===== config.mk =====
export PLATFORM = sky130hd
export DESIGN_NAME = soc_top
export DESIGN_NICKNAME = d
export VERILOG_FILES = /design/src/logic/soc_pkg.sv /design/src/logic/boot_rom.sv /design/src/logic/clint_timer.sv /design/src/logic/periph_fabric.sv /design/src/logic/req_ingress.sv /design/src/logic/reset_sequencer.sv /design/src/logic/resp_egress.sv /design/src/logic/soc_top.sv
export SDC_FILE = /design/constraint.sdc
export NUM_CORES = 1
export LEC_CHECK = 0
export BUFFER_PORTS_ARGS = -buffer_cell sky130_fd_sc_hd__buf_2
export CORE_UTILIZATION = 25
export CTS_BUF_LIST = sky130_fd_sc_hd__clkbuf_2 sky130_fd_sc_hd__clkbuf_4 sky130_fd_sc_hd__clkbuf_8
export DETAILED_ROUTE_END_ITERATION = 7
export GPL_TIMING_DRIVEN = 0
export SYNTH_ARGS = -nofsm -noshare
export SYNTH_HDL_FRONTEND = slang
export SYNTH_SLANG_ARGS = --single-unit

===== constraint.sdc =====
create_clock -name clk -period 11.15 [get_ports clk]
set_input_delay 2.23 -clock clk [delete_from_list [all_inputs] [get_ports clk]]
set_output_delay 2.23 -clock clk [all_outputs]
set_load 0.005 [all_outputs]

===== src/logic/soc_pkg.sv =====
// ----------------------------------------
// SoC peripheral package
// Bus widths, address map, credit sizes,
// boot image and the shared bus types
// ----------------------------------------
`default_nettype none

package soc_pkg;

  // Bus geometry
  localparam int unsigned AddrWidth    = 32;
  localparam int unsigned DataWidth    = 64;
  localparam int unsigned StrbWidth    = DataWidth / 8;
  localparam int unsigned ByteOffWidth = $clog2(StrbWidth);

  // Flow control
  localparam int unsigned ReqFifoDepth = 4;   // Also the upstream credit total
  localparam int unsigned ReqPtrWidth  = $clog2(ReqFifoDepth);
  localparam int unsigned ReqCntWidth  = $clog2(ReqFifoDepth + 1);
  localparam int unsigned RespCredits  = 2;   // Downstream response slots
  localparam int unsigned RespCntWidth = $clog2(RespCredits + 1);

  localparam int unsigned ResetCountWidth = 6;

  // ----------------------------------------
  // Address map
  // ----------------------------------------
  localparam logic [AddrWidth-1:0] RomBase        = 32'h0001_0000;
  localparam int unsigned          RomWords       = 8;
  localparam int unsigned          RomIdxWidth    = $clog2(RomWords);
  localparam logic [AddrWidth-1:0] ClintBase      = 32'h0200_0000;
  localparam logic [AddrWidth-1:0] MtimecmpOffset = 32'h0000_4000;
  localparam logic [AddrWidth-1:0] MtimeOffset    = 32'h0000_BFF8;
  localparam logic [AddrWidth-1:0] GpioBase       = 32'h4000_0000;
  localparam logic [AddrWidth-1:0] LedOffset      = 32'h0000_0000;
  localparam logic [AddrWidth-1:0] SwOffset       = 32'h0000_0008;

  // First-stage loader, two instructions per word
  localparam logic [DataWidth-1:0] BootImage [RomWords] = '{
    64'h0000_0297_0202_8293,
    64'h0002_8067_0000_0013,
    64'hF140_2573_0000_0597,
    64'h0185_8593_1050_0073,
    64'h4000_02B7_0FF0_0313,
    64'h0062_B023_0000_006F,
    64'h0000_0000_8000_0000,
    64'hDEAD_BEEF_0BAD_F00D
  };

  typedef struct packed {
    logic [AddrWidth-1:0] addr;
    logic [DataWidth-1:0] wdata;
    logic [StrbWidth-1:0] be;
    logic                 we;
  } bus_req_t;

  typedef struct packed {
    logic [DataWidth-1:0] rdata;
    logic                 err;
  } bus_resp_t;

  typedef enum logic [1:0] {
    SEL_ROM,
    SEL_CLINT,
    SEL_GPIO,
    SEL_NONE
  } periph_sel_t;

endpackage

`default_nettype wire


===== src/logic/boot_rom.sv =====
// ----------------------------------------
// Boot ROM
// Registered word lookup into the boot image
// ----------------------------------------
`default_nettype none

module boot_rom
  import soc_pkg::*;
(
  input  logic                   clk,
  input  logic                   rd_en_i,
  input  logic [RomIdxWidth-1:0] word_idx_i,
  output logic [DataWidth-1:0]   rdata_o
);

  always_ff @(posedge clk) begin
    if (rd_en_i) begin
      rdata_o <= BootImage[word_idx_i];  // Holds the last word between reads
    end
  end

endmodule

`default_nettype wire


===== src/logic/clint_timer.sv =====
// ----------------------------------------
// Core-local timer
// rtc at half the clock rate drives mtime,
// compare against mtimecmp raises the irq
// ----------------------------------------
`default_nettype none

module clint_timer
  import soc_pkg::*;
(
  input  logic                 clk,
  input  logic                 sys_rstn_i,
  input  logic                 acc_en_i,
  input  logic                 we_i,
  input  logic [AddrWidth-1:0] offset_i,
  input  logic [DataWidth-1:0] wdata_i,
  input  logic [StrbWidth-1:0] be_i,
  output logic [DataWidth-1:0] rdata_o,
  output logic                 timer_irq_o
);

  logic                 rtc_q;
  logic                 rtc_d_q;
  logic                 rtc_rise;
  logic                 is_cmp;
  logic [DataWidth-1:0] mtime_q;
  logic [DataWidth-1:0] mtimecmp_q;

  assign rtc_rise = rtc_q & ~rtc_d_q;
  assign is_cmp   = (offset_i == MtimecmpOffset);  // Anything else decoded is mtime

  always_ff @(posedge clk or negedge sys_rstn_i) begin
    if (!sys_rstn_i) begin
      rtc_q       <= 1'b0;
      rtc_d_q     <= 1'b0;
      mtime_q     <= '0;
      mtimecmp_q  <= '1;
      timer_irq_o <= 1'b0;
    end else begin
      rtc_q   <= ~rtc_q;   // Divide by two
      rtc_d_q <= rtc_q;
      if (acc_en_i && we_i && !is_cmp) begin
        for (int i = 0; i < StrbWidth; i++) begin
          if (be_i[i]) mtime_q[8*i +: 8] <= wdata_i[8*i +: 8];
        end
      end else if (rtc_rise) begin
        mtime_q <= mtime_q + 1'b1;
      end
      if (acc_en_i && we_i && is_cmp) begin
        for (int i = 0; i < StrbWidth; i++) begin
          if (be_i[i]) mtimecmp_q[8*i +: 8] <= wdata_i[8*i +: 8];
        end
      end
      timer_irq_o <= (mtime_q >= mtimecmp_q);
    end
  end

  // Read data
  always_ff @(posedge clk) begin
    if (acc_en_i && !we_i) begin
      rdata_o <= is_cmp ? mtimecmp_q : mtime_q;
    end
  end

endmodule

`default_nettype wire


===== src/logic/periph_fabric.sv =====
// ----------------------------------------
// Peripheral fabric
// Decodes the address map, holds the GPIO
// registers and forms the registered response
// ----------------------------------------
`default_nettype none

module periph_fabric
  import soc_pkg::*;
(
  input  logic      clk,
  input  logic      sys_rstn_i,
  input  logic      issue_valid_i,
  input  bus_req_t  issue_req_i,
  input  logic [7:0] sw_i,
  output logic [7:0] led_o,
  output logic      timer_irq_o,
  output logic      fab_valid_o,
  output bus_resp_t fab_resp_o
);

  periph_sel_t          sel;
  periph_sel_t          sel_q;
  logic [AddrWidth-1:0] addr;
  logic [AddrWidth-1:0] rom_offset;
  logic [AddrWidth-1:0] clint_offset;
  logic                 in_rom;
  logic                 is_clint;
  logic                 is_gpio;
  logic                 is_led;
  logic                 acc_err;
  logic                 rom_en;
  logic                 clint_en;
  logic                 gpio_en;
  logic                 led_we;
  logic                 err_q;
  logic                 rd_q;            // Response carries read data
  logic [DataWidth-1:0] rom_rdata;
  logic [DataWidth-1:0] clint_rdata;
  logic [DataWidth-1:0] gpio_rdata_q;

  assign addr         = issue_req_i.addr;
  assign rom_offset   = addr - RomBase;
  assign clint_offset = addr - ClintBase;
  assign in_rom       = (addr >= RomBase) &&
                        (addr < RomBase + AddrWidth'(RomWords * StrbWidth)) &&
                        (addr[ByteOffWidth-1:0] == '0);
  assign is_clint     = (addr == ClintBase + MtimecmpOffset) ||
                        (addr == ClintBase + MtimeOffset);
  assign is_led       = (addr == GpioBase + LedOffset);
  assign is_gpio      = is_led || (addr == GpioBase + SwOffset);

  // ----------------------------------------
  // Address decode
  // ----------------------------------------
  always_comb begin
    sel = SEL_NONE;
    if (in_rom) begin
      sel = SEL_ROM;
    end else if (is_clint) begin
      sel = SEL_CLINT;
    end else if (is_gpio) begin
      sel = SEL_GPIO;
    end
  end

  // ROM writes and switch writes are refused like unmapped accesses
  assign acc_err  = (sel == SEL_NONE) ||
                    (sel == SEL_ROM && issue_req_i.we) ||
                    (sel == SEL_GPIO && issue_req_i.we && !is_led);
  assign rom_en   = issue_valid_i && in_rom && !issue_req_i.we;
  assign clint_en = issue_valid_i && is_clint;
  assign gpio_en  = issue_valid_i && is_gpio && !acc_err;
  assign led_we   = gpio_en && issue_req_i.we && issue_req_i.be[0];

  boot_rom boot_rom_inst (
    .clk        ( clk                                     ),
    .rd_en_i    ( rom_en                                  ),
    .word_idx_i ( rom_offset[ByteOffWidth +: RomIdxWidth] ),
    .rdata_o    ( rom_rdata                               )
  );

  clint_timer clint_timer_inst (
    .clk         ( clk               ),
    .sys_rstn_i  ( sys_rstn_i        ),
    .acc_en_i    ( clint_en          ),
    .we_i        ( issue_req_i.we    ),
    .offset_i    ( clint_offset      ),
    .wdata_i     ( issue_req_i.wdata ),
    .be_i        ( issue_req_i.be    ),
    .rdata_o     ( clint_rdata       ),
    .timer_irq_o ( timer_irq_o       )
  );

  // ----------------------------------------
  // GPIO registers and response stage
  // ----------------------------------------
  always_ff @(posedge clk or negedge sys_rstn_i) begin
    if (!sys_rstn_i) begin
      led_o       <= '0;
      fab_valid_o <= 1'b0;
      err_q       <= 1'b0;
      rd_q        <= 1'b0;
      sel_q       <= SEL_NONE;
    end else begin
      if (led_we) led_o <= issue_req_i.wdata[7:0];
      fab_valid_o <= issue_valid_i;
      if (issue_valid_i) begin
        err_q <= acc_err;
        rd_q  <= !acc_err && !issue_req_i.we;
        sel_q <= sel;
      end
    end
  end

  always_ff @(posedge clk) begin
    if (gpio_en && !issue_req_i.we) begin
      gpio_rdata_q <= {{(DataWidth-8){1'b0}}, (is_led ? led_o : sw_i)};
    end
  end

  always_comb begin
    fab_resp_o.err   = err_q;
    fab_resp_o.rdata = '0;   // Writes and errors return zero
    if (rd_q) begin
      case (sel_q)
        SEL_ROM:   fab_resp_o.rdata = rom_rdata;
        SEL_CLINT: fab_resp_o.rdata = clint_rdata;
        SEL_GPIO:  fab_resp_o.rdata = gpio_rdata_q;
        default:   fab_resp_o.rdata = '0;
      endcase
    end
  end

  // Region hits must not overlap
  a_enables_onehot0: assert property (
    @(posedge clk) disable iff (!sys_rstn_i) $onehot0({rom_en, clint_en, gpio_en})
  );

endmodule

`default_nettype wire


===== src/logic/req_ingress.sv =====
// ----------------------------------------
// Request ingress
// Buffers incoming requests in a small FIFO
// and returns credits to the upstream side
// ----------------------------------------
`default_nettype none

module req_ingress
  import soc_pkg::*;
(
  input  logic     clk,
  input  logic     sys_rstn_i,
  input  bus_req_t req_i,
  input  logic     req_valid_i,
  output logic     req_credit_o,
  input  logic     can_issue_i,
  output logic     issue_valid_o,
  output bus_req_t issue_req_o
);

  bus_req_t               mem_q [ReqFifoDepth];
  logic [ReqPtrWidth-1:0] wr_ptr_q;
  logic [ReqPtrWidth-1:0] rd_ptr_q;
  logic [ReqCntWidth-1:0] count_q;
  logic [ReqCntWidth-1:0] grant_q;     // Initial credits still to hand out
  logic                   fifo_empty;
  logic                   fifo_full;
  logic                   pop;

  assign fifo_empty = (count_q == '0);
  assign fifo_full  = (count_q == ReqCntWidth'(ReqFifoDepth));
  assign pop        = !fifo_empty && can_issue_i;

  assign issue_valid_o = pop;
  assign issue_req_o   = mem_q[rd_ptr_q];

  always_ff @(posedge clk) begin
    if (req_valid_i) mem_q[wr_ptr_q] <= req_i;
  end

  always_ff @(posedge clk or negedge sys_rstn_i) begin
    if (!sys_rstn_i) begin
      wr_ptr_q     <= '0;
      rd_ptr_q     <= '0;
      count_q      <= '0;
      grant_q      <= ReqCntWidth'(ReqFifoDepth);
      req_credit_o <= 1'b0;
    end else begin
      if (req_valid_i) wr_ptr_q <= wr_ptr_q + 1'b1;
      if (pop)         rd_ptr_q <= rd_ptr_q + 1'b1;
      count_q <= count_q + ReqCntWidth'(req_valid_i) - ReqCntWidth'(pop);
      // A pop takes the pulse slot, the initial grant waits a cycle
      if (!pop && grant_q != '0) grant_q <= grant_q - 1'b1;
      req_credit_o <= pop || (grant_q != '0);
    end
  end

  // Upstream only sends while it holds a credit
  a_no_push_when_full: assert property (
    @(posedge clk) disable iff (!sys_rstn_i) req_valid_i |-> !fifo_full
  );

endmodule

`default_nettype wire


===== src/logic/reset_sequencer.sv =====
// ----------------------------------------
// Power-on reset sequencer
// Holds the system reset until the counter
// saturates and the PLL reports lock
// ----------------------------------------
`default_nettype none

module reset_sequencer
  import soc_pkg::*;
(
  input  logic clk,
  input  logic cpu_resetn,
  input  logic pll_locked_i,
  output logic sys_rstn_o
);

  logic [ResetCountWidth-1:0] count_q;
  logic                       count_done;

  assign count_done = &count_q;

  always_ff @(posedge clk or negedge cpu_resetn) begin
    if (!cpu_resetn) begin
      count_q    <= '0;
      sys_rstn_o <= 1'b0;
    end else begin
      if (!count_done) count_q <= count_q + 1'b1;  // Saturate at all ones
      // Once released, stays released until the next board reset
      sys_rstn_o <= sys_rstn_o | (count_done & pll_locked_i);
    end
  end

endmodule

`default_nettype wire


===== src/logic/resp_egress.sv =====
// ----------------------------------------
// Response egress
// Registers responses onto the output and
// tracks downstream buffer credits
// ----------------------------------------
`default_nettype none

module resp_egress
  import soc_pkg::*;
(
  input  logic      clk,
  input  logic      sys_rstn_i,
  input  logic      issue_valid_i,
  input  logic      fab_valid_i,
  input  bus_resp_t fab_resp_i,
  input  logic      resp_credit_i,
  output logic      can_issue_o,
  output bus_resp_t resp_o,
  output logic      resp_valid_o
);

  logic [RespCntWidth-1:0] credit_q;

  // A slot is reserved at issue time, so in-flight items always fit
  assign can_issue_o = (credit_q != '0);

  always_ff @(posedge clk or negedge sys_rstn_i) begin
    if (!sys_rstn_i) begin
      credit_q     <= RespCntWidth'(RespCredits);
      resp_valid_o <= 1'b0;
    end else begin
      if (issue_valid_i && !resp_credit_i) begin
        credit_q <= credit_q - 1'b1;
      end else if (!issue_valid_i && resp_credit_i) begin
        credit_q <= credit_q + 1'b1;
      end
      resp_valid_o <= fab_valid_i;
    end
  end

  always_ff @(posedge clk) begin
    if (fab_valid_i) resp_o <= fab_resp_i;
  end

  // Downstream never returns more slots than it has
  a_credit_bound: assert property (
    @(posedge clk) disable iff (!sys_rstn_i) credit_q <= RespCntWidth'(RespCredits)
  );

endmodule

`default_nettype wire


===== src/logic/soc_top.sv =====
// ----------------------------------------
// SoC peripheral top level
// Reset sequencing, request ingress, the
// peripheral fabric and response egress
// ----------------------------------------
`default_nettype none

module soc_top
  import soc_pkg::*;
(
  input  logic       clk,
  input  logic       cpu_resetn,
  input  logic       pll_locked_i,
  input  bus_req_t   req_i,
  input  logic       req_valid_i,
  output logic       req_credit_o,
  output bus_resp_t  resp_o,
  output logic       resp_valid_o,
  input  logic       resp_credit_i,
  input  logic [7:0] sw_i,
  output logic [7:0] led_o,
  output logic       timer_irq_o
);

  logic      sys_rstn;
  logic      can_issue;
  logic      issue_valid;
  bus_req_t  issue_req;
  logic      fab_valid;
  bus_resp_t fab_resp;

  reset_sequencer reset_sequencer_inst (
    .clk          ( clk          ),
    .cpu_resetn   ( cpu_resetn   ),
    .pll_locked_i ( pll_locked_i ),
    .sys_rstn_o   ( sys_rstn     )
  );

  req_ingress req_ingress_inst (
    .clk           ( clk          ),
    .sys_rstn_i    ( sys_rstn     ),
    .req_i         ( req_i        ),
    .req_valid_i   ( req_valid_i  ),
    .req_credit_o  ( req_credit_o ),
    .can_issue_i   ( can_issue    ),
    .issue_valid_o ( issue_valid  ),
    .issue_req_o   ( issue_req    )
  );

  periph_fabric periph_fabric_inst (
    .clk           ( clk         ),
    .sys_rstn_i    ( sys_rstn    ),
    .issue_valid_i ( issue_valid ),
    .issue_req_i   ( issue_req   ),
    .sw_i          ( sw_i        ),
    .led_o         ( led_o       ),
    .timer_irq_o   ( timer_irq_o ),
    .fab_valid_o   ( fab_valid   ),
    .fab_resp_o    ( fab_resp    )
  );

  resp_egress resp_egress_inst (
    .clk           ( clk           ),
    .sys_rstn_i    ( sys_rstn      ),
    .issue_valid_i ( issue_valid   ),
    .fab_valid_i   ( fab_valid     ),
    .fab_resp_i    ( fab_resp      ),
    .resp_credit_i ( resp_credit_i ),
    .can_issue_o   ( can_issue     ),
    .resp_o        ( resp_o        ),
    .resp_valid_o  ( resp_valid_o  )
  );

endmodule

`default_nettype wire


# Yosys cells after proc, flatten, opt, wreduce, memory -nomap -nowiden
# Memory sizes are Yosys's and may differ from the RTL's. A register that Yosys moved wholly into a read port is not among the register bits.
# Cells that the tools add are included.
[word_totals]
register_bits = 302
ram_bits = 420
romBits = 512
in_bits = 118
out_inout_bits = 76
word_cells = 155
n_memories = 2
[memory_table]
columns = ["memory", "depth", "word_bits", "read_ports", "rd_clocked_by_memory_dff", "wr", "line", "rtl"]
rows = [
  ["(name not given)", 8, 64, 1, 1, 0, "boot_rom.sv:18", "rdata_o <= BootImage[word_idx_i];"],
  ["req_ingress_inst.mem_q", 4, 105, 1, 0, 1, "req_ingress.sv:21", "bus_req_t mem_q [ReqFifoDepth];"],
]
[classes]
n_addsub = 11
order_cmp = 3
n_eq_ne = 17
muxes = 20
n_bitwise = 6
n_reduce_logical = 59
[ops]
columns = ["operator", "n"]
rows = [
  ["two-way mux 64 bit", 3],
  ["one-hot mux 64 bit (3 select lines)", 1],
  ["two-way mux 8 bit", 9],
  ["adder 64 x 1 -> 64 bit (second input constant)", 1],
  ["equality test 32 x 26 -> 1 bit (second input constant)", 2],
  ["equality test 32 x 31 -> 1 bit (second input constant)", 2],
  [">= comparator 64 bit", 1],
  ["equality test 32 x 15 -> 1 bit (second input constant)", 1],
  [">= comparator 32 x 17 -> 1 bit (second input constant)", 1],
  ["< comparator 32 x 17 -> 1 bit (second input constant)", 1],
  ["AND reduction 2 bit", 16],
  ["subtractor 32 x 26 -> 32 bit (second input constant)", 1],
  ["logical AND 1 bit", 22],
  ["!= test 2 bit (second input constant)", 7],
  ["two-way mux 2 bit", 4],
  ["zero test 1 bit", 7],
  ["adder 2 x 1 -> 2 bit (second input constant)", 3],
  ["adder 6 x 1 -> 6 bit (second input constant)", 1],
  ["equality test 2 bit (second input constant)", 3],
  ["zero test 3 bit", 2],
  ["AND reduction 6 bit", 1],
  ["nonzero test 2 bit", 3],
  ["subtractor 6 x 1 -> 6 bit (second input constant)", 1],
  ["logical OR 1 bit", 5],
  ["13 further kinds", 18],
]

# Logic depth before layout (Yosys ltp)
# Gate-level depths: netlist (run 1).
# An unclocked memory read counts as a cell.
[depth]
word_depth = 14
depth_mapped = 15

# Modules after synthesis
# Synthesis (run 1) repeated with hierarchy kept, for this count alone.
[hier_totals]
cells_unflattened = 2182
area_unflattened_um2 = 32875.3
[modules_own_cells]
columns = ["module", "n_inst", "cells_each", "area_each_um2"]
rows = [
  ["req_ingress", 1, 598, 15707.6],
  ["clint_timer", 1, 1114, 11091.9],
  ["periph_fabric", 1, 261, 2205.9],
  ["resp_egress", 1, 75, 2080.7],
  ["boot_rom", 1, 109, 1468.9],
  ["reset_sequencer", 1, 25, 320.3],
]

# Worst setup path before layout (run 1)
# Ideal clock, no wire load.
[synth_timing]
kind = "reg-to-reg"
startpoint = "register req_ingress_inst.rd_ptr_q[0]"
endpoint = "register periph_fabric_inst.clint_timer_inst.rdata_o[0] (enable)"
setup_ns = 0.486
arrival_ns = 5.102
setup_slack_ns = 5.562
stages_incl_launch_ff = 10
path_buffers = 3
period_less_slack_ns = 5.588
cell_sequence = "dfrtp_1 buf_6 buf_6 buf_2 mux4_2 or2_1 nor4_4 o21ai_0 or3_1 nor2_1"
[synth_via]
elab_chain_cells = 5
[synth_rtl]
columns = ["element", "line", "rtl"]
rows = [
  ["start: declaration", "req_ingress.sv:23", "logic [ReqPtrWidth-1:0] rd_ptr_q;"],
  ["start signal: assignment", "req_ingress.sv:50", "if (pop) rd_ptr_q <= rd_ptr_q + 1'b1;"],
  ["memory (4 x 105 bit) *", "--", ""],
  ["equality test 32 x 26 -> 1 bit (on tied branches)", "periph_fabric.sv:48, periph_fabric.sv:49", ""],
  ["logical OR 1 bit", "periph_fabric.sv:48", "assign is_clint = (addr == ClintBase + MtimecmpOffset) ||"],
  ["logical AND 1 bit", "periph_fabric.sv:72", "assign clint_en = issue_valid_i && is_clint;"],
  ["logical AND 1 bit *", "clint_timer.sv:60", "if (acc_en_i && !we_i) begin"],
  ["end signal: assignment", "clint_timer.sv:61", "rdata_o <= is_cmp ? mtimecmp_q : mtime_q;"],
  ["end: declaration", "clint_timer.sv:18", "output logic [DataWidth-1:0] rdata_o,"],
]
# Every way passes the cells marked *; elsewhere a longest branch is shown, timed or not.
# A chain may end at the register's enable or synchronous reset.

# Worst setup path after layout (run 1)
[layout_timing]
startpoint = "register req_ingress_inst.rd_ptr_q[1]"
endpoint = "register periph_fabric_inst.clint_timer_inst.rdata_o[53], data pin"
[layout_via]
elab_chain_cells = 4
[layout_rtl]
columns = ["element", "line", "rtl"]
rows = [
  ["memory (4 x 105 bit)", "--", ""],
  ["subtractor 32 x 26 -> 32 bit", "periph_fabric.sv:44", "assign clint_offset = addr - ClintBase;"],
  ["equality test 32 x 15 -> 1 bit", "clint_timer.sv:30", "assign is_cmp = (offset_i == MtimecmpOffset);"],
  ["two-way mux 64 bit", "clint_timer.sv:61", ""],
]
# No other way between the ends.

==> flow_results.org, run 1 <==
** Status
- The run finished with clean final reports.

** Global routing
- Pin count of the biggest net entering global routing :: 67
- For this run, the total global-route usage over all layers was measured as 13.2%.
- For this run the aggregate overflow at the end of global routing stands at 0.
- Global-route wire length before repair :: 126,000 µm
- Via count of the first global-routing pass :: 19,018
- Number of antenna violations at the first check in global routing :: 42

** Synth
- Yosys attributes the largest share of cell area to sky130_fd_sc_hd__edfxtp_1 55%, sky130_fd_sc_hd__dfrtp_1 7.6%, sky130_fd_sc_hd__mux4_2 6.4%.
- Share of flip-flops with an asynchronous set or reset :: 21.9%
- Of the total synthesized cell area, the portion taken by full adders, half adders and majority gates is under 10%.
- Largest family of logic cells by synthesized area :: multiplexers
- Share of cell area taken by muxes after synthesis :: between 10% and 20%
- Most used flip-flop cell after synthesis :: sky130_fd_sc_hd__edfxtp_1
- Seq cells post-synth :: roughly 750
- Sequential-to-total area share from yosys stat :: 68.7%
- Share of synthesized cell area in and, or, nand and nor gates :: 7.94%
- Syn Inst Count :: 2,109
- Synth unique cells :: 74
- Syn_area_per_cell :: approximately 15 µm²
- Post-synth top area cell :: sky130_fd_sc_hd__edfxtp_1
- The share of synthesized area in the top cell type comes to between 50% and 60%.
- In this run the cell area of the synthesized design comes to 0.0319 mm².
- Synthesized-area fraction occupied by xor and xnor cells :: 0.330%
- Compound-Gate Fraction of Synth Area :: roughly 5.8%
- Number of enable flip-flop cells after synthesis :: 589
- Syn_nets :: approximately 2,300
- Total number of yosys warnings :: 0

** Worst setup path
- Critical path required time :: roughly 12,000 ps
- Worst setup path category :: reg2reg
- Critical path launch point type :: flip-flop
- The worst setup path is captured at a flip-flop.
- Walking the worst path, the cells encountered are clkbuf_1, clkbuf_1, mux4_2, or3_1, nor3_1, clkbuf_1, clkbuf_1, nand2_1, o21ai_0.
- Of all nets on the critical path, the largest fanout is 10.
- Among all stages on the critical path, the largest delay is contributed by sky130_fd_sc_hd__nor3_1.
- Delay contributed by the slowest stage of the critical path :: 820 ps
- Counting stages on the worst path, the most repeated cell is sky130_fd_sc_hd__clkbuf_1.
- Data arrival time at the worst-slack endpoint :: 5610 ps

** Clock network
- Hold-fix buffer count after cts :: 0
- CTS saw approximately 750 sinks.
- CTS buffer count :: approximately 110
- At the later pin of the worst-skew pair, clock insertion delay measures 790 ps.
- In this run the number of H-tree levels came out at 3.
- CTS tree :: done
- After clock tree synthesis, the clock-pin slew on the worst setup and hold paths is about 70 ps.
- After clock tree synthesis, the repair step resized 0 gates.
- CTS Root Cell :: sky130_fd_sc_hd__clkbuf_8
- Post-CTS setup buffer count :: 0
- Counting along the longest clock path gives a buffer depth of 3.

** STA
- Setup violations remaining at the end of the flow were counted as 0.
- For the finished layout, the period the worst path requires is 5120 ps.
- In the finished design, the share of the clock period the worst path needs comes to 46.0%.
- Worst-Margin Slew :: between 1000 and 1500 ps
- RSZ-0062 raised after global routing :: false
- Highest Clock Rate :: 0.195 GHz
- Post-route setup TNS :: 0 ps
- Relative slew slack :: 15.6%
- The number of slew-limit violations in the final report was 0.
- Between clock sinks in the finished design, the worst skew comes to approximately 47 ps.
- Number of hold-slack violations in the final timing report :: 0
- Setup ws final :: 6030 ps

** Placement
- Routability congestion estimate :: 0.941
- The count of buffers added on input and output ports is 193.
- Detailed placement finished with a half-perimeter wire length of 63,400 µm.
- OpenSTA, run right after detailed placement, puts the worst setup slack at 5860 ps.

** Die
- Die Y :: 359 µm
- The core region is 0.126 mm².
- Count of boundary I/O pins :: 194
- Die Outline Area :: ~0.13 mm²
- The initialized floorplan defines 130 standard-cell rows.
- Floorplan die width :: about 360 µm
- Initial core utilization :: 25.3%

** Drt
- Total detailed-routing wirelength :: 86,100 µm
- Post-DR vias/cell :: approximately 4.5
- The first routing iteration left 1,440 violations.
- DRC violation count after routing :: 0
- The pre-antenna-repair detailed-routing pass consisted of 6 iterations.
- Dividing the detail-routed wire length by the instance count gives 20.7 µm.
- Count of antenna-violating nets left after detailed routing :: 0
- The routed layout has 18,936 vias.

** Cells and area
- The area growth from synthesis to layout is 17.7%.
- In the final layout, the share of cells above drive strength 1 is 28.3%.
- Final net count :: 2,625

** Run
- Number of maximum-capacitance constraint violations :: 0

** Power
- Peak supply drop :: between 0.00009 and 0.0001 V
- Power per unit of standard cell area :: slightly above 200 mW/mm²
- Leak Pwr :: 13.6 nW

** Hold path
- Worst hold path type :: reg2async
cell families (layout without fill, tap and decap cells):
logic type	after synthesis	in the layout
adders and majority gates	82	82
other	0	2
xor gates and xnor gates	12	12
and+or+nand+nor	528	528
muxes	240	240
DFF	754	754
AOI/OAI and AO/OA	302	302
buffers and inverters	191	599
per-layer routing:
layer / share of wire, % / vias to the layer above / wire (µm) / track usage, %
li1: - / 8674 / - / -
met1: 43 / 9450 / 36600 / 16.6
met2: 48 / 568 / 41100 / 22.0
met3: 6.4 / 200 / 5510 / 3.39
met4: 3.1 / 44 / 2660 / 4.50
met5: 0.31 / - / 265 / 0
synth_stat cells, types with 10 or more instances:
master / number
sky130_fd_sc_hd__a211oi_1: 21
sky130_fd_sc_hd__a21o_1: 20
sky130_fd_sc_hd__a21oi_1: 110
sky130_fd_sc_hd__and2_1: 12
sky130_fd_sc_hd__and3_1: 24
sky130_fd_sc_hd__buf_1: 12
sky130_fd_sc_hd__clkbuf_1: 47
sky130_fd_sc_hd__dfrtp_1: 97
sky130_fd_sc_hd__dfstp_2: 68
sky130_fd_sc_hd__edfxtp_1: 589
sky130_fd_sc_hd__ha_1: 81
sky130_fd_sc_hd__inv_1: 117
sky130_fd_sc_hd__mux2_2: 125
sky130_fd_sc_hd__mux2i_1: 24
sky130_fd_sc_hd__mux4_2: 91
sky130_fd_sc_hd__nand2_1: 183
sky130_fd_sc_hd__nand2b_1: 26
sky130_fd_sc_hd__nand3_1: 44
sky130_fd_sc_hd__nand4_1: 31
sky130_fd_sc_hd__nor2_1: 115
sky130_fd_sc_hd__nor2b_1: 10
sky130_fd_sc_hd__nor3_1: 30
sky130_fd_sc_hd__nor4_1: 17
sky130_fd_sc_hd__o21ai_0: 83
sky130_fd_sc_hd__o22ai_1: 11
sky130_fd_sc_hd__o32ai_1: 12
sky130_fd_sc_hd__or3_1: 12
cell usage in the layout (no fill, tap or decap), drive strengths merged, types with 5 or more instances in the layout:
cell        n
a211oi     21
clkinv     35
dfstp      68
o22ai      11
nor3       31
nand4      31
edfxtp    589
buf       230
xnor2       8
ha         81
and2       12
dfrtp      97
nand2b     26
o21a        6
inv       120
nor2b      10
nand2     183
or3        12
mux4       91
a21o       20
o32ai      12
a311oi      7
nor4       19
a21oi     110
and3       24
mux2      125
mux2i      24
bufinv      6
nor2      116
clkbuf    201
o21ai      85
clkinvlp    7
a31oi       5
nand3      44
state kept, by name, summed over array words and instances, names as in the netlist, 8 cells and up:
name	count
periph_fabric_inst.boot_rom_inst.rdata_o	32
periph_fabric_inst.clint_timer_inst.mtimecmp_q	64
periph_fabric_inst.clint_timer_inst.rdata_o	64
periph_fabric_inst.clint_timer_inst.mtime_q	64
periph_fabric_inst.led_o	8
periph_fabric_inst.gpio_rdata_q	8
req_ingress_inst.mem_q	420
resp_egress_inst.resp_o	65
per-stage QoR:
stage	instances	hold WS [ps]	instance area [µm²]	util [%]	power [mW]
CTS	4167	405	37500	29.8	7.90
detailed placement	3962	410	35200	27.9	5.57
finish	4169	369	37500	29.8	7.77
global route	4168	437	37500	29.8	8.14
global placement	3952	403	34900	27.7	5.56
floorplan	2109	388	31900	-	4.76
layout make-up:
cell class	instances	area, µm²
Clock buffer	154	1900
Inverter	117	439
Tap cell	1650	2060
Fill cell	12548	88500
Clock inverter	51	420
Multi-Input combinational cell	1164	9240
Antenna cell	2	5.00
Timing Repair Buffer	203	1220
Buffer	74	334
Sequential cell	754	21900
path summary, 6_finish.rpt:
check	startpoint	endpoint	slack, ps	cells after the start
worst max-delay path	req_ingress_inst.rd_ptr_q[1]	periph_fabric_inst.clint_timer_inst.rdata_o[53]	6030	9
max in group asynchronous	reset_sequencer_inst.sys_rstn_o	asynchronous set/reset pin	9580	2
worst max register to register	req_ingress_inst.rd_ptr_q[1]	periph_fabric_inst.clint_timer_inst.rdata_o[53]	6030	9
worst min register to register	reset_sequencer_inst.sys_rstn_o	req_ingress_inst.wr_ptr_q[1]	370	0
worst min-delay path	reset_sequencer_inst.sys_rstn_o	req_ingress_inst.wr_ptr_q[1]	370	0
min in group clk	periph_fabric_inst.clint_timer_inst.rtc_q	periph_fabric_inst.clint_timer_inst.rtc_d_q	430	0
where the power goes:
part	leakage (nW)	switching (mW)	total, mW	internal [mW]
logic	5.00	1.10	1.75	0.650
clock network	1.21	1.07	2.32	1.25
registers	7.39	0.175	3.71	3.53
total	13.6	2.35	7.77	5.43
critical path: cells and delay by family, from the launching register on:
kind	cells	cell delay [ps]
mux	1	430
buf+inv	4	2200
compound gates	1	280
simple gates	3	1420
flops	1	500
Power figures use the tool's default switching activity.
==> run 2: changes to the inputs <==
clock period = 5.2 ns   (was 11.15 ns; I/O delays follow)
==> run 2 against run 1 <==
First-iteration DRC count up 2.8%. Fmax up 2.9%. Clock power up 120%. Sequential share of layout area about the same. Via count down 0.82%. Clock skew down 4.0 ps. Core utilization about the same. Worst hold slack worse by 260 ps. Sequential cell count unchanged. Die area unchanged.
==> flow_results.org, run 2 (same netlist as run 1, synthesis figures left out) <==
** Status
- Run status :: complete, no violations

** STA
- Minimum clock period after layout :: 4980 ps (-142 ps)
- Setup repair after global routing left no endpoint under its margin.
- Max-slew violation count :: 0 (unchanged)
- Number of hold-slack violations in the final timing report :: 0 (unchanged)
- Relative slew slack :: 5.16% (-10 points)
- Post-route setup TNS :: 0 ps (unchanged)
- Worst-Margin Slew :: 1400 ps (+138 ps)
- Setup ws final :: 218 ps (-5810 ps)
- The fraction of the cycle the final worst path needs is 95.8% (+50 points).
- The maximum clock frequency came to 0.201 GHz (+2.9%).
- Final Setup Violations :: 0 (unchanged)
- The post-route clock skew is 42.6 ps (-3.97 ps).

** Clock network
- Post-CTS setup buffer count :: 0 (unchanged)
- Hold-fix buffer count after cts :: 0 (unchanged)
- The maximum count of clock buffers along a single path came to 3 (unchanged).
- CTS buffer count :: 111 (unchanged)
- Clock slew seen by the registers of the worst setup and hold paths :: 60 ps (about the same)
- The H-tree level count is 3 (unchanged).
- Clock sink total :: 754 (unchanged)
- CTS tree :: done
- Worst-skew pair later-pin latency :: 780 ps (about the same)
- Number of instances resized during post-cts repair :: 1 (+1)
- CTS Root Cell :: sky130_fd_sc_hd__clkbuf_8

** Die
- The top-level I/O count was 194 (unchanged).
- The die span in x came to 359 µm (unchanged).
- Initial core utilization :: 25.3% (unchanged)
- Core outline area :: 0.126 mm² (unchanged)
- The y dimension of the die was 359 µm (unchanged).
- The total die area was 0.129 mm² (unchanged).
- The number of core rows was 130 (unchanged).

** Cells and area
- Final net count :: 2,623 (-0.076%)
- The total area of sequential cells was 0.0219 mm² (unchanged).
- Leaving out fill and tap cells, the most frequent cells in the layout are 589 x sky130_fd_sc_hd__edfxtp_1, 202 x sky130_fd_sc_hd__buf_2, 183 x sky130_fd_sc_hd__nand2_1, 125 x sky130_fd_sc_hd__mux2_2, 121 x sky130_fd_sc_hd__clkbuf_8.
- Registers with the most flip-flops :: req_ingress_inst.mem_q x420, resp_egress_inst.resp_o x65
- Flip-flop count of the largest register, all copies and words added :: 420 (unchanged)
- The signed area change from the synthesized netlist to the final layout was 17.7% (about the same).
- Post-route cell area :: 0.0375 mm² (about the same)
- The area used by multi-input combinational logic was 0.00924 mm² (about the same).
- Fill cell count :: 12,572 (+0.19%)
- Share of final-layout standard cells stronger than drive strength 1 :: 28.1% (-0.19 points)
- Leaving out fill and tap cells, the most frequent cell in the layout is sky130_fd_sc_hd__edfxtp_1.
- Most flop-heavy register :: req_ingress_inst.mem_q

** Drt
- The via count of the routed design is 18,780 (-0.82%).
- Drt first pass iters :: 7 (+1)
- The count of antenna-violating nets left after detailed routing was 0 (unchanged).
- Number of DRC markers after the initial detailed-route iteration :: 1,480 (+2.8%)
- The total routed wirelength came to 85,800 µm (-0.40%).
- The final routed DRC violation total is 0 (unchanged).
- The average vias per placed instance came to 4.51 (-0.80%).
- Per-cell routed wire length :: 20.6 µm (-0.38%)

** Global routing
- The number of antenna violations at the first check in global routing is 41 (-2.4%).
- The total track usage was 13.2% (+0.043 points).
- Overflow left after global routing :: 0 (unchanged)
- The via count of the first global-routing pass is 19,011 (-0.037%).
- Global-route wire length before repair :: 127,000 µm (+0.70%)
- Pin count of the biggest net entering global routing :: 67 (unchanged)

** Worst setup path
- The critical path is of the reg2reg type.
- Data arrival time at the worst-slack endpoint :: 5450 ps (-160 ps)
- CP top delay family :: buffers and inverters
- Critical path required time :: 5670 ps (-5970 ps)
- The worst setup path is launched from a flip-flop.
- Most frequent cell on the critical path :: sky130_fd_sc_hd__clkbuf_1
- Delay contributed by the slowest stage of the critical path :: 660 ps (-160 ps)
- The startpoint identified for the worst register-to-register timing path is req_ingress_inst.rd_ptr_q[1].
- The length in cells of the worst reg-to-reg path was 9 (unchanged).
- The signal on the critical path passes through clkbuf_1, clkbuf_1, mux4_2, or3_1, nor3_2, clkbuf_1, clkbuf_1, nand2_1, o21ai_0.
- The maximum fanout count along the critical path is 10 (unchanged).
- The buffers plus inverters on the worst setup path came to 4 (unchanged).
- Capturing element type of the critical path :: flip-flop
- Reg2Reg Setup Slack :: 220 ps (-5810 ps)
- The endpoint identified for the worst register-to-register timing path is periph_fabric_inst.clint_timer_inst.rdata_o[54].
- For this design, the slowest cell found on the critical path is sky130_fd_sc_hd__clkbuf_1.

** Power
- Leak Pwr :: 13.6 nW (about the same)
- The clock power share was 30.1% (+0.2 points).
- Peak supply drop :: 0.000232 V (+140%)
- Switching share of power :: 29.8% (-0.34 points)
- The share of power burned in registers was 47.6% (about the same).
- Switching component of the power :: 4.98 mW (+110%)
- Power per unit of standard cell area :: 445 mW/mm² (+110%)
- The internal power contribution came to 11.7 mW (+120%).
- The share of power burned in combinational logic is 22.3% (-0.2 points).

** Placement
- Number of buffer cells added on primary ports :: 193 (unchanged)
- The weighted congestion at the end of routability-driven global placement is 0.946 (+0.53%).
- The worst setup slack before clock tree synthesis is -159 ps (-6020 ps).
- Placed wire-length estimate after detailed placement :: 63,100 µm (-0.33%)
- The total placed instance area came to 0.0351 mm² (-0.16%).

** Run
- The max-cap check violation count was 0 (unchanged).

** Hold path
- Worst hold path type :: in2async
==> run 2: changes by cell type in the layout (fill, tap and decap cells not counted), sizes merged <==
cell      before  now
clkinvlp       7    3
clkbuf       201  205
buf          230  228
clkinv        35   36
bufinv         6    7
inv          120  119
==> run 2: routing by layer <==
metal | vias to the layer above | part of all wire, % | global-route usage, %
met3 | 198 | 5.9 | 3.12
met4 | 42 | 3.4 | 5.12
met2 | 586 | 48 | 21.9
met1 | 9282 | 43 | 16.7
met5 | - | 0.27 | 0
li1 | 8672 | - | -
==> run 2: power by group through the flow <==
stage,clock network (mW),registers [mW],logic [mW]
floorplan,0,8.00,2.21
global placement,0,8.22,3.72
detailed placement,0,8.09,3.83
CTS,5.17,7.97,3.84
global route,5.40,8.03,4.06
finish,5.02,7.93,3.73
==> run 2: final cells by class <==
| cell class | count | share of cell area (%) |
|---|---|---|
| tap | 1650 | 5.50 |
| clock buffer | 158 | 5.18 |
| buffer | 74 | 0.891 |
| inverter | 117 | 1.17 |
| timing repair buffer | 201 | 3.10 |
| multi-input combinational | 1164 | 24.6 |
| antenna | 2 | 0.0133 |
| sequential | 754 | 58.4 |
| clock inverter | 48 | 1.11 |
==> run 2: worst max path at each step <==
stage	cells after the start	to	startpoint
final	9	periph_fabric_inst.clint_timer_inst.rdata_o[54]	req_ingress_inst.rd_ptr_q[1]
after global routing	8	periph_fabric_inst.clint_timer_inst.rdata_o[54]	req_ingress_inst.rd_ptr_q[1]
after CTS	9	periph_fabric_inst.clint_timer_inst.rdata_o[54]	req_ingress_inst.rd_ptr_q[1]
after detailed placement	8	periph_fabric_inst.clint_timer_inst.rdata_o[54]	req_ingress_inst.rd_ptr_q[1]
after global placement	0	periph_fabric_inst.clint_timer_inst.mtime_q[46]	reset_sequencer_inst.sys_rstn_o
after floorplan	0	periph_fabric_inst.clint_timer_inst.mtime_q[0]	reset_sequencer_inst.sys_rstn_o
==> run 2: worst register-to-register path, stage by stage (launching register included) <==
cell,delay [ps]
sky130_fd_sc_hd__dfrtp_1,530
sky130_fd_sc_hd__clkbuf_1,520
sky130_fd_sc_hd__clkbuf_1,510
sky130_fd_sc_hd__mux4_2,430
sky130_fd_sc_hd__or3_1,500
sky130_fd_sc_hd__nor3_2,580
sky130_fd_sc_hd__clkbuf_1,550
sky130_fd_sc_hd__clkbuf_1,660
sky130_fd_sc_hd__nand2_1,110
sky130_fd_sc_hd__o21ai_0,310
==> run 2: stage by stage <==
stage	hold slack [ps]	cells	util [%]	power [mW]
6_report	110	4168	29.8	16.7
4_1_cts	23.2	4166	29.8	17.0
5_1_grt	67.3	4168	29.8	17.5
3_3_place_gp	402	3952	27.7	11.9
3_5_place_dp	336	3960	27.9	11.9
2_1_floorplan	388	2109	-	10.2
==> run 3: changes to the inputs <==
CORE_UTILIZATION = 63   (was 25)
PLACE_DENSITY = 0.82   (was default)
==> run 3 against run 2 <==
The run now ends with design-rule violations, max-capacitance violations, max-slew violations left. Final cell count shrank 23%. Total power shrank 0.60%. Combinational power grew 1%. Clock skew grew 7.6 ps. Sequential power shrank 1%. Core utilization grew 43 points. Critical endpoint unchanged. Largest power group unchanged.
==> flow_results.org, run 3 (same netlist as run 1, synthesis figures left out) <==
** STA
- The clock period minus worst slack came to 5020 ps (+35.5 ps).
- The final-report setup violation count came to 0 (unchanged).
- Setup repair after global routing left no endpoint under its margin.
- The hold violation count in the final report came to 0 (unchanged).
- Final clock skew :: 50.3 ps (+7.62 ps)
- Share of the clock period used by the worst path after layout :: 96.5% (+0.68 points)
- Relative slew slack :: -1.14% (-6.3 points)
- Worst-Margin Slew :: 1500 ps (+93.3 ps)
- The number of slew-limit violations in the final report was 1 (+1).
- Worst hold slack after final layout :: 149 ps (+39.0 ps)
- Highest Clock Rate :: 0.199 GHz (-0.71%)

** Placement
- Routability congestion estimate :: 0.952 (+0.66%)
- Placed wire-length estimate after detailed placement :: 54,000 µm (-14%)
- The count of buffers inserted at the top-level ports is 193 (unchanged).
- DP Cell Count :: 2,983 (-25%)
- The total placed instance area is 0.0339 mm² (-3.4%).

** Worst setup path
- The worst path arrival time is 5330 ps (-120 ps).
- The maximum fanout count along the critical path came to 10 (unchanged).
- Critical path launch point type :: flip-flop
- The required time of the critical path was 5510 ps (-160 ps).
- Logic depth of the worst register-to-register path :: 8 (-1)
- Capturing element type of the critical path :: flip-flop
- The critical path in this run is classified as reg2reg.

** Power
- The share of power burned in combinational logic was 22.7% (+0.4 points).
- The share of power burned in registers came to 47.2% (-0.4 points).
- The proportion of total power due to net switching was 29.2% (-0.65 points).
- Switching component of the power :: 4.84 mW (-2.8%)
- The power density of the placed cells was 456 mW/mm² (+2.6%).
- Power Total :: 16.6 mW (-0.60%)
- Internal power summed over all cells :: 11.7 mW (+0.31%)
- Peak supply drop :: 0.000397 V (+71%)
- The standby leakage power is 13.6 nW (+0.24%).
- The clock power share came to 30.1% (about the same).

** Drt
- The highest metal layer carrying signal wires in the routed design is met4.
- Count of antenna-violating nets left after detailed routing :: 0 (unchanged)
- Per-cell routed wire length :: 24.0 µm (+17%)
- The number of DRC markers after the initial detailed-route iteration was 1,857 (+25%).
- The final routed DRC violation total is 2 (+2).
- Drt first pass iters :: 8 (+1)
- The routed length on met1 came to 32,200 µm (-12%).
- The average vias per placed instance is 6.18 (+37%).
- Routed wl met2 :: 35,100 µm (-14%)
- Total detailed-routing wirelength :: 76,600 µm (-11%)
- The via count of the routed design was 19,760 (+5.2%).
- Wire length on met3 :: 6530 µm (+28%)

** Clock network
- The clock buffer count from CTS was 112 (+0.90%).
- The CTS clock-pin slew for the worst setup and hold paths was 60 ps (about the same).
- Buffer levels on the longest clock path :: 3 (unchanged)
- TritonCTS built the clock tree.
- The H-tree level count is 3 (unchanged).
- The tree is rooted in a sky130_fd_sc_hd__clkbuf_8.
- The later-pin clock latency in the skew report was 720 ps (-60 ps).
- The sink count of the clock tree came to 754 (unchanged).
- The post-CTS setup-driven buffer insertion count came to 0 (unchanged).

** Run
- Number of maximum-capacitance constraint violations :: 1 (+1)

** Cells and area
- Final Non-Filler Cells :: 3,195 (-23%)
- Share of final-layout standard cells stronger than drive strength 1 :: 28.5% (+0.36 points)
- The register with the most flip-flops in the final layout is req_ingress_inst.mem_q.
- Most used cells in the layout excluding fill and tap cells :: 589 x sky130_fd_sc_hd__edfxtp_1, 202 x sky130_fd_sc_hd__buf_2, 183 x sky130_fd_sc_hd__nand2_1, 127 x sky130_fd_sc_hd__clkbuf_8, 125 x sky130_fd_sc_hd__mux2_2
- Flip-flop count of the largest register, all copies and words added :: 420 (unchanged)
- Final design utilization :: 72.6% (+43 points)
- The summed area of non-filler cells in the final layout was 0.0363 mm² (-3.2%).
- The largest registers in the layout are req_ingress_inst.mem_q x420, resp_egress_inst.resp_o x65.
- The library cell used most frequently in the layout, excluding fill and tap cells, is sky130_fd_sc_hd__edfxtp_1.
- Final net count :: 2,625 (+0.076%)
- The area growth from synthesis to layout is 14.0%.
- Fill cell count :: 3,133 (-75%)

** Global routing
- Number of antenna violations at the first check in global routing :: 4 (-90%)
- The largest net degree at the start of global routing is 59 (-12%).
- Global-route wire length before repair :: 115,000 µm (-9.5%)
- The via count of the first global-routing pass came to 19,516 (+2.7%).
- The total track usage came to 30.5% (+17 points).
- Overflow left after global routing :: 0 (unchanged)

** Die
- Count of boundary I/O pins :: 194 (unchanged)
- The total die area came to 0.0515 mm² (-60%).
- Initial core utilization :: 63.7% (+38 points)
- The floorplan core area is 0.0501 mm² (-60%).
- The number of core rows was 82 (-37%).
- The y dimension of the die was 227 µm (-37%).
- Floorplan die width :: 227 µm (-37%)

** Hold path
- The min-delay analysis places its worst path in the category in2async.

** Status
- Violations in the final reports :: design-rule violations, max-capacitance violations, max-slew violations
- The flow ran to the end, but the final reports show violations.
run 3: cell count changes in the layout (fill, tap and decap cells not counted), sizes merged:
cell / delta
clkinv: -7
diode: +2
buf: +1
inv: -2
bufinv: -2
clkbuf: +13
run 3: worst paths after layout:
path                                                      startpoint                                               to  slack (ps)
setup / recovery                        req_ingress_inst.rd_ptr_q[1]  periph_fabric_inst.clint_timer_inst.rdata_o[54]         180
hold / removal                                            cpu_resetn                  reset_sequencer_inst.sys_rstn_o         150
setup reg to reg                        req_ingress_inst.rd_ptr_q[1]  periph_fabric_inst.clint_timer_inst.rdata_o[54]         180
hold reg to reg            periph_fabric_inst.clint_timer_inst.rtc_q      periph_fabric_inst.clint_timer_inst.rtc_d_q         420
max in group asynchronous            reset_sequencer_inst.sys_rstn_o                       asynchronous set/reset pin        3850
min in group clk           periph_fabric_inst.clint_timer_inst.rtc_q      periph_fabric_inst.clint_timer_inst.rtc_d_q         420
run 3: power by group through the flow:
stage / combinational [mW] / clock, mW / sequential (mW)
4_1_cts: 3.77 / 5.06 / 7.83
3_5_place_dp: 3.75 / 0 / 7.95
3_3_place_gp: 3.51 / 0 / 8.07
5_1_grt: 4.02 / 5.32 / 7.89
2_1_floorplan: 2.21 / 0 / 8.00
6_report: 3.77 / 4.99 / 7.83
run 3: metal layers:
metal	global-route usage, %	up-vias
met5	0	-
met4	13.5	0
met3	5.18	172
met2	45.5	1008
met1	44.8	9907
li1	-	8673
run 3: area by class of cell:
| class | count | area (µm²) | area share (%) |
|---|---|---|---|
| flip-flops and latches | 754 | 21900 | 60.3 |
| clock inverters | 37 | 299 | 0.823 |
| inverters | 117 | 439 | 1.21 |
| multi-input cells | 1164 | 9240 | 25.4 |
| plain buffers | 74 | 334 | 0.920 |
| repair buffers | 202 | 1180 | 3.25 |
| diodes | 4 | 10.0 | 0.0276 |
| well taps | 672 | 841 | 2.31 |
| clock buffers | 171 | 2080 | 5.72 |
run 3: worst max-delay path, stage by stage, from the launching register on:
cell                       delay [ps]
sky130_fd_sc_hd__dfrtp_1          590
sky130_fd_sc_hd__clkbuf_1         560
sky130_fd_sc_hd__clkbuf_1         500
sky130_fd_sc_hd__mux4_2           460
sky130_fd_sc_hd__or3_1            520
sky130_fd_sc_hd__nor3_2           510
sky130_fd_sc_hd__clkbuf_1         480
sky130_fd_sc_hd__clkbuf_1         570
sky130_fd_sc_hd__o21ai_0          430
run 3: metrics by stage:
step | setup TNS (ps) | setup slack (ps)
after CTS | 0 | 284
final | 0 | 182
after global placement | -443250 | -1720
after detailed placement | 0 | 31.9
after floorplan | 0 | 509
after global routing | 0 | 79.5
run 3: timing repair:
action,CTS,global route
hold buffers,0,0
resized for setup,1,0
endpoints found under the setup margin,1,0
